==> config.mk <==
export PLATFORM = sky130hd
export DESIGN_NAME = trace_snooper_top
export DESIGN_NICKNAME = d
export VERILOG_FILES = /design/src/snooper_pkg.sv /design/src/snooper_cfg_regs.sv /design/src/ctr_type_filter.sv /design/src/pc_range_matcher.sv /design/src/trace_filter.sv /design/src/trace_fifo.sv /design/src/trace_snooper_top.sv
export VERILOG_INCLUDE_DIRS = /design/src /design/src/src
export SDC_FILE = /design/constraint.sdc
export NUM_CORES = 2
export LEC_CHECK = 0
export BUFFER_PORTS_ARGS = -buffer_cell sky130_fd_sc_hd__buf_2
export CORE_MARGIN = 10
export CORE_UTILIZATION = 45
export DETAILED_ROUTE_END_ITERATION = 12
export GPL_ROUTABILITY_DRIVEN = 1
export SLEW_MARGIN = 25
export SYNTH_ARGS = -nofsm -noshare
export SYNTH_HDL_FRONTEND = slang
export SYNTH_SLANG_ARGS = --single-unit
==> constraint.sdc <==
create_clock -name clk_i -period 24.2 [get_ports clk_i]
set_clock_uncertainty 0.05 [all_clocks]
set_input_delay 3.63 -clock clk_i [delete_from_list [all_inputs] [get_ports clk_i]]
set_output_delay 3.63 -clock clk_i [all_outputs]
set_load 0.005 [all_outputs]
==> src/snooper_consts.svh <==
`ifndef SNOOPER_CONSTS_SVH
`define SNOOPER_CONSTS_SVH

// Source PC width; the trace port carries it as two 32-bit words
`define SNP_PC_W 64

// Configuration write data width, one half of a PC bound per write
`define SNP_DATA_W 32

// Number of independent PC address ranges
`define SNP_NUM_RANGES 4

// Entries in the accepted-record FIFO
`define SNP_FIFO_DEPTH 8

// Width of the saturating rejected and overflow counters
`define SNP_CNT_W 16

// Configuration register address width
`define SNP_ADDR_W 5

// Control register address
`define SNP_ADDR_CTRL 5'd0

// First range register; range r uses 1 + 4r up to 4 + 4r
// Order within a range is base low, base high, last low, last high
`define SNP_ADDR_RANGE_BASE 5'd1

`endif

==> src/snooper_pkg.sv <==
`include "snooper_consts.svh"

package snooper_pkg;

   // Privilege level as reported by the core, encoding 2 is reserved
   typedef enum logic [1:0] {
      PRIV_LVL_U = 2'd0,
      PRIV_LVL_S = 2'd1,
      PRIV_LVL_M = 2'd3
   } priv_lvl_t;

   // Control-transfer type codes, 6 and 7 are reserved
   typedef enum logic [3:0] {
      CTR_TYPE_NONE    = 4'd0,
      CTR_TYPE_EXC     = 4'd1,
      CTR_TYPE_INTR    = 4'd2,
      CTR_TYPE_TRET    = 4'd3,
      CTR_TYPE_NTBR    = 4'd4,
      CTR_TYPE_TKBR    = 4'd5,
      CTR_TYPE_INDCALL = 4'd8,
      CTR_TYPE_DIRCALL = 4'd9,
      CTR_TYPE_INDJMP  = 4'd10,
      CTR_TYPE_DIRJMP  = 4'd11,
      CTR_TYPE_CORSWAP = 4'd12,
      CTR_TYPE_RET     = 4'd13,
      CTR_TYPE_INDLJMP = 4'd14,
      CTR_TYPE_DIRLJMP = 4'd15
   } ctr_type_t;

   // One trace record; metadata[3:0] holds the transfer type
   typedef struct packed {
      logic [31:0] pc_src_h;
      logic [31:0] pc_src_l;
      priv_lvl_t   priv_lvl;
      logic [7:0]  metadata;
   } trace_t;

   // Control register image, declared MSB first so excinh lands on bit 0
   typedef struct packed {
      logic [`SNP_NUM_RANGES-1:0] pc_range_en;
      logic                       trace_mode;
      logic                       u_mode;
      logic                       s_mode;
      logic                       m_mode;
      logic                       ntbren;
      logic                       dirljmpinh;
      logic                       indljmpinh;
      logic                       retinh;
      logic                       corswapinh;
      logic                       dirjmpinh;
      logic                       indjmpinh;
      logic                       dircallinh;
      logic                       indcallinh;
      logic                       tkbrinh;
      logic                       tretinh;
      logic                       intrinh;
      logic                       excinh;
   } ctr_ctrl_t;

   // Inclusive PC window
   typedef struct packed {
      logic [`SNP_PC_W-1:0] base;
      logic [`SNP_PC_W-1:0] last;
   } pc_range_t;

   typedef struct packed {
      ctr_ctrl_t                            ctrl;
      pc_range_t [`SNP_NUM_RANGES-1:0]      ranges;
   } filter_cfg_t;

   // Counter increment that sticks at all ones
   function automatic logic [`SNP_CNT_W-1:0] sat_inc(input logic [`SNP_CNT_W-1:0] cnt);
      return (&cnt) ? cnt : cnt + 1'b1;
   endfunction

endpackage

==> src/snooper_cfg_regs.sv <==
`include "snooper_consts.svh"

module snooper_cfg_regs
   import snooper_pkg::*;
(
   input  logic                   clk_i,
   input  logic                   rst_n_i,
   input  logic                   cfg_we_i,
   input  logic [`SNP_ADDR_W-1:0] cfg_addr_i,
   input  logic [`SNP_DATA_W-1:0] cfg_wdata_i,
   output filter_cfg_t            cfg_o
);

   localparam int unsigned n_range_regs = 4 * `SNP_NUM_RANGES;
   localparam int unsigned idx_w        = $clog2(`SNP_NUM_RANGES);
   localparam int unsigned ctrl_w       = $bits(ctr_ctrl_t);

   filter_cfg_t            cfg_q;
   logic [`SNP_ADDR_W-1:0] range_off;
   logic                   ctrl_sel;
   logic                   range_sel;
   logic [idx_w-1:0]       range_idx;
   logic [1:0]             range_fld;

   // Address decode into control word or one half of a range bound
   assign ctrl_sel  = (cfg_addr_i == `SNP_ADDR_CTRL);
   assign range_off = cfg_addr_i - `SNP_ADDR_RANGE_BASE;
   assign range_sel = (cfg_addr_i >= `SNP_ADDR_RANGE_BASE) && (range_off < n_range_regs);
   assign range_fld = range_off[1:0];
   assign range_idx = range_off[idx_w+1:2];

   always_ff @(posedge clk_i) begin
      if (!rst_n_i) begin
         cfg_q <= '0;
      end else if (cfg_we_i) begin
         if (ctrl_sel) begin
            // Only the defined control bits are kept
            cfg_q.ctrl <= ctr_ctrl_t'(cfg_wdata_i[ctrl_w-1:0]);
         end else if (range_sel) begin
            unique case (range_fld)
               2'd0: begin
                  cfg_q.ranges[range_idx].base[`SNP_DATA_W-1:0] <= cfg_wdata_i;
               end
               2'd1: begin
                  cfg_q.ranges[range_idx].base[`SNP_PC_W-1:`SNP_DATA_W] <= cfg_wdata_i;
               end
               2'd2: begin
                  cfg_q.ranges[range_idx].last[`SNP_DATA_W-1:0] <= cfg_wdata_i;
               end
               default: begin
                  cfg_q.ranges[range_idx].last[`SNP_PC_W-1:`SNP_DATA_W] <= cfg_wdata_i;
               end
            endcase
         end
         // Anything else falls outside the map and is dropped
      end
   end

   assign cfg_o = cfg_q;

endmodule

==> src/ctr_type_filter.sv <==
module ctr_type_filter
   import snooper_pkg::*;
(
   input  trace_t    trace_i,
   input  ctr_ctrl_t ctrl_i,
   output logic      priv_ok_o,
   output logic      type_ok_o
);

   ctr_type_t ctr_type;
   logic      type_en;

   assign ctr_type = ctr_type_t'(trace_i.metadata[3:0]);

   always_comb begin
      type_en = 1'b0;
      case (ctr_type)
         CTR_TYPE_EXC:     type_en = ~ctrl_i.excinh;
         CTR_TYPE_INTR:    type_en = ~ctrl_i.intrinh;
         CTR_TYPE_TRET:    type_en = ~ctrl_i.tretinh;
         // Not-taken branches are opt-in rather than opt-out
         CTR_TYPE_NTBR:    type_en = ctrl_i.ntbren;
         CTR_TYPE_TKBR:    type_en = ~ctrl_i.tkbrinh;
         CTR_TYPE_INDCALL: type_en = ~ctrl_i.indcallinh;
         CTR_TYPE_DIRCALL: type_en = ~ctrl_i.dircallinh;
         CTR_TYPE_INDJMP:  type_en = ~ctrl_i.indjmpinh;
         CTR_TYPE_DIRJMP:  type_en = ~ctrl_i.dirjmpinh;
         CTR_TYPE_CORSWAP: type_en = ~ctrl_i.corswapinh;
         CTR_TYPE_RET:     type_en = ~ctrl_i.retinh;
         CTR_TYPE_INDLJMP: type_en = ~ctrl_i.indljmpinh;
         CTR_TYPE_DIRLJMP: type_en = ~ctrl_i.dirljmpinh;
         // NONE and the reserved codes
         default:          type_en = 1'b0;
      endcase
   end

   // Instruction-trace mode lets every type through
   assign type_ok_o = type_en | ctrl_i.trace_mode;

   // Level 2 has no enable, so it can never match
   assign priv_ok_o = (ctrl_i.m_mode & (trace_i.priv_lvl == PRIV_LVL_M)) |
                      (ctrl_i.s_mode & (trace_i.priv_lvl == PRIV_LVL_S)) |
                      (ctrl_i.u_mode & (trace_i.priv_lvl == PRIV_LVL_U));

endmodule

==> src/pc_range_matcher.sv <==
`include "snooper_consts.svh"

module pc_range_matcher
   import snooper_pkg::*;
(
   input  trace_t                           trace_i,
   input  pc_range_t [`SNP_NUM_RANGES-1:0]  ranges_i,
   input  logic [`SNP_NUM_RANGES-1:0]       range_en_i,
   output logic                             in_range_o
);

   logic [`SNP_PC_W-1:0]       pc;
   logic [`SNP_NUM_RANGES-1:0] hit;

   assign pc = {trace_i.pc_src_h, trace_i.pc_src_l};

   // Both bounds are part of the window
   for (genvar r = 0; r < `SNP_NUM_RANGES; r++) begin : g_range
      assign hit[r] = range_en_i[r] &
                      (ranges_i[r].base <= pc) &
                      (pc <= ranges_i[r].last);
   end

   assign in_range_o = |hit;

endmodule

==> src/trace_filter.sv <==
`include "snooper_consts.svh"

module trace_filter
   import snooper_pkg::*;
(
   input  logic                  clk_i,
   input  logic                  rst_n_i,
   input  trace_t                trace_i,
   input  logic                  pc_valid_i,
   input  filter_cfg_t           cfg_i,
   output logic                  push_o,
   output trace_t                rec_o,
   output logic [`SNP_CNT_W-1:0] rejected_count_o
);

   logic                  priv_ok;
   logic                  type_ok;
   logic                  in_range;
   logic                  accept;
   logic                  push_q;
   trace_t                rec_q;
   logic [`SNP_CNT_W-1:0] rej_cnt_q;

   ctr_type_filter u_type_filter (
      .trace_i   (trace_i),
      .ctrl_i    (cfg_i.ctrl),
      .priv_ok_o (priv_ok),
      .type_ok_o (type_ok)
   );

   pc_range_matcher u_range_matcher (
      .trace_i    (trace_i),
      .ranges_i   (cfg_i.ranges),
      .range_en_i (cfg_i.ctrl.pc_range_en),
      .in_range_o (in_range)
   );

   assign accept = pc_valid_i & priv_ok & type_ok & in_range;

   always_ff @(posedge clk_i) begin
      if (!rst_n_i) begin
         push_q    <= 1'b0;
         rej_cnt_q <= '0;
      end else begin
         push_q <= accept;
         if (pc_valid_i && !accept) begin
            rej_cnt_q <= sat_inc(rej_cnt_q);
         end
      end
   end

   // Record payload only moves when something is accepted
   always_ff @(posedge clk_i) begin
      if (accept) begin
         rec_q <= trace_i;
      end
   end

   assign push_o           = push_q;
   assign rec_o            = rec_q;
   assign rejected_count_o = rej_cnt_q;

endmodule

==> src/trace_fifo.sv <==
`include "snooper_consts.svh"

module trace_fifo
   import snooper_pkg::*;
(
   input  logic                  clk_i,
   input  logic                  rst_n_i,
   input  logic                  push_i,
   input  trace_t                rec_i,
   input  logic                  rd_pop_i,
   output logic                  rd_valid_o,
   output trace_t                rd_data_o,
   output logic [`SNP_CNT_W-1:0] overflow_count_o
);

   localparam int unsigned depth = `SNP_FIFO_DEPTH;
   localparam int unsigned ptr_w = $clog2(depth);
   localparam int unsigned cnt_w = $clog2(depth + 1);

   trace_t                mem_q [depth];
   logic [ptr_w-1:0]      wr_ptr_q;
   logic [ptr_w-1:0]      rd_ptr_q;
   logic [cnt_w-1:0]      count_q;
   logic [`SNP_CNT_W-1:0] ovf_cnt_q;
   logic                  empty;
   logic                  full;
   logic                  do_pop;
   logic                  do_push;

   assign empty  = (count_q == '0);
   assign full   = (count_q == cnt_w'(depth));
   assign do_pop = rd_pop_i & ~empty;
   // A pop in the same cycle frees the slot the push needs
   assign do_push = push_i & (~full | do_pop);

   always_ff @(posedge clk_i) begin
      if (!rst_n_i) begin
         wr_ptr_q  <= '0;
         rd_ptr_q  <= '0;
         count_q   <= '0;
         ovf_cnt_q <= '0;
      end else begin
         if (do_push) begin
            wr_ptr_q <= (wr_ptr_q == ptr_w'(depth - 1)) ? '0 : wr_ptr_q + 1'b1;
         end
         if (do_pop) begin
            rd_ptr_q <= (rd_ptr_q == ptr_w'(depth - 1)) ? '0 : rd_ptr_q + 1'b1;
         end
         unique case ({do_push, do_pop})
            2'b10:   count_q <= count_q + 1'b1;
            2'b01:   count_q <= count_q - 1'b1;
            default: count_q <= count_q;
         endcase
         if (push_i && !do_push) begin
            ovf_cnt_q <= sat_inc(ovf_cnt_q);
         end
      end
   end

   always_ff @(posedge clk_i) begin
      if (do_push) begin
         mem_q[wr_ptr_q] <= rec_i;
      end
   end

   assign rd_valid_o       = ~empty;
   assign rd_data_o        = mem_q[rd_ptr_q];
   assign overflow_count_o = ovf_cnt_q;

endmodule

==> src/trace_snooper_top.sv <==
`include "snooper_consts.svh"

module trace_snooper_top
   import snooper_pkg::*;
(
   input  logic                   clk_i,
   input  logic                   rst_n_i,
   input  logic                   cfg_we_i,
   input  logic [`SNP_ADDR_W-1:0] cfg_addr_i,
   input  logic [`SNP_DATA_W-1:0] cfg_wdata_i,
   input  trace_t                 trace_i,
   input  logic                   pc_valid_i,
   input  logic                   rd_pop_i,
   output logic                   rd_valid_o,
   output trace_t                 rd_data_o,
   output logic [`SNP_CNT_W-1:0]  rejected_count_o,
   output logic [`SNP_CNT_W-1:0]  overflow_count_o
);

   filter_cfg_t cfg;
   logic        push;
   trace_t      rec;

   snooper_cfg_regs u_cfg_regs (
      .clk_i       (clk_i),
      .rst_n_i     (rst_n_i),
      .cfg_we_i    (cfg_we_i),
      .cfg_addr_i  (cfg_addr_i),
      .cfg_wdata_i (cfg_wdata_i),
      .cfg_o       (cfg)
   );

   // Filter output is registered, so the FIFO sees one record per cycle at most
   trace_filter u_filter (
      .clk_i            (clk_i),
      .rst_n_i          (rst_n_i),
      .trace_i          (trace_i),
      .pc_valid_i       (pc_valid_i),
      .cfg_i            (cfg),
      .push_o           (push),
      .rec_o            (rec),
      .rejected_count_o (rejected_count_o)
   );

   trace_fifo u_fifo (
      .clk_i            (clk_i),
      .rst_n_i          (rst_n_i),
      .push_i           (push),
      .rec_i            (rec),
      .rd_pop_i         (rd_pop_i),
      .rd_valid_o       (rd_valid_o),
      .rd_data_o        (rd_data_o),
      .overflow_count_o (overflow_count_o)
   );

endmodule

==> impl_metrics.toml <==
[placement]
dp_hpwl_um = 110900
portBuffers = 222
gp_congestion = 0.9625
place_area_mm2 = 0.05998

[synthesis]
synthArstFlopShare = 0
synth.cell_area_mm2 = 0.05731
synth_nets = 5905
synthCells = 5268
synth-main-ff-cell = "edfxtp_1"
synth-seq-cells = 1245
synth-edff-count = 666
ys_seq_area_frac = 0.5512
ys_types = 68
synthesis.yosys.warnings = 0
avgSynthCellArea_um2 = 10.88

[critical_path]
r2r_slack_ns = 19.04
r2r_end = "u_filter.rec_o[44]"
crit_fanout = 49
crit_type = "flop to output pin"
arrival_ns = 4.33
required_ns = 20.52
rr_worst_depth = 12
crit_path_start_kind = "flop"
critPathCaptureType = "output pin"

[timing]
fmax_mhz = 124.9
tightest_slew_ns = 1.233
fin_crit_sh = 0.3309
slew_violations = 0
report.final.hold_viol_count = 0
slew_headroom = 0.1779
rsz0062_at_grt = "no"
fin_crit_ns = 8.009
whs_ns = 0.3985
setup_tns_ns = 0
setup_viol = 0

[finish]
final_area_mm2 = 0.06447
area_growth_pct = 12.49
layout_common_cells = "nand2_1, a21oi_1, edfxtp_1"
fillers = 11070
final_nets = 6040
drive_above_1_share = 0.1333
final_common_cell = "nand2_1"
post-route-util = 0.5114

[clocking]
cts_tree = "yes"
postCtsResizedCells = 0
h-tree-depth = 4
cts-root-buf = "clkbuf_16"
postCtsSetupBuffers = 0
path_clk_slew_ns = 0.06
clock_path_buffers = 3
clk_latency_ns = 0.79
cts_inserted_buffers = 135
ctsHoldBuffers = 0
clock_sinks = 1245

[grt]
grt_pass1_wl_um = 252100
grt_use_total = 0.2356
grt_overflow_total = 0
grt_pass1_vias = 38690
grt_max_degree = 190
antenna_found_initial = 21

[routing]
drc = 0
vias = 40830
dr.first_iter.drc_count = 4083
ant_nets = 0
dr.pass1.iters = 6
wire_per_inst_um = 23.74
routed_wl_um = 170100
viasPerCell = 5.698

[floorplanning]
die_h_um = 376.9
die-area_mm2 = 0.1420
core_mm2 = 0.1261
io_pins = 223
start_util = 0.4546
fp-row-count = 130
die_w_um = 376.9

[run]
maxCapViolations = 0

[hold_path]
min_path_type = "flop to flop"
whs_path_depth = 2

[outcome]
outcome = "completed"

[power_and_ir_drop]
power_density_mw_per_mm2 = 74.86
power_leakage_nw = 22.51
irDropWorstVdd_mv = 0.05653
Yosys cell counts (all sizes together) (11+ instances only):
library cell,instances,area (µm²)
a211oi,18,135.1
a21o,33,247.7
a21oi,753,3769
a221oi,18,157.7
and3,11,68.82
and4,16,140.1
buf,21,102.6
clkbuf,259,972.2
dfxtp,579,11590
edfxtp,666,20000
ha,520,6506
inv,341,1280
mux2,75,844.6
mux2i,14,140.1
mux4,150,3378
nand2,1213,4553
nand2b,15,93.84
nand3,99,495.5
nand4,104,656.9
nor2,86,322.8
nor2b,15,93.84
nor3,35,175.2
nor4,22,150.1
o21ai,76,380.4
or3,11,70.07
cell families (layout without fill, tap and decap cells):
| family | count (synthesis) | count (layout) | synth area share |
|---|---|---|---|
| AOI/OAI and AO/OA | 972 | 972 | 0.09270 |
| DFF | 1245 | 1245 | 0.5512 |
| adders and majority gates | 521 | 521 | 0.1139 |
| other | 0 | 7 | 0 |
| buffers and inverters | 622 | 862 | 0.04115 |
| xor gates and xnor gates | 13 | 13 | 0.001987 |
| muxes | 239 | 239 | 0.07613 |
| and+or+nand+nor | 1656 | 1656 | 0.1230 |
routing by layer:
metal / routed length, µm / vias to the layer above / track usage
met5: 83 / - / 0
met4: 6220 / 12 / 0.08654
met3: 14150 / 267 / 0.03993
met2: 73550 / 1526 / 0.3540
met1: 76120 / 19980 / 0.3401
li1: - / 19040 / -
layout make-up:
| cell class | instances | area [µm²] | area share |
|---|---|---|---|
| clock buffer | 183 | 3721 | 0.05772 |
| timing repair buffer | 278 | 1595 | 0.02475 |
| clock inverter | 59 | 673.1 | 0.01044 |
| inverter | 342 | 1291 | 0.02003 |
| multi-input combinational | 3401 | 23500 | 0.3646 |
| antenna | 7 | 17.52 | 0.0002717 |
| sequential | 1245 | 31600 | 0.4902 |
| tap | 1650 | 2064 | 0.03202 |
power breakdown:
group          switching [W]  internal [W]  total (W)  leakage, nW
registers          0.0000220       0.00222    0.00224         10.7
clock network       0.000867       0.00118    0.00205         2.13
logic               0.000285      0.000253   0.000538         9.73
total                0.00117       0.00365    0.00483         22.5
through the flow:
stage               power (W)  setup WS, ns  cells
floorplan            0.002641         12.37   5268
global placement     0.002816         15.69   6913
detailed placement   0.002821         15.63   6913
CTS                  0.004864         15.29   7155
global route         0.005001         15.81   7163
finish               0.004826         16.19   7165
critical path, stage by stage (launching register included):
cell and delay, ns:
dfxtp_4 0.67, buf_4 0.48, buf_4 0.59, buf_6 0.65
mux4_2 0.59, mux2_2 0.33, buf_2 0.15
how the worst max path moves through the flow:
stage	startpoint	to	cells past startpoint
floorplan	rd_pop_i	u_fifo.mem_q[0][0]	5
global placement	trace_i[70]	u_filter.rec_o[66]	13
detailed placement	trace_i[70]	u_filter.rec_o[66]	13
CTS	flop	rd_data_o[44]	6
global route	flop	rd_data_o[44]	6
finish	flop	rd_data_o[44]	6
No activity file was read; power rests on OpenSTA's default activity.
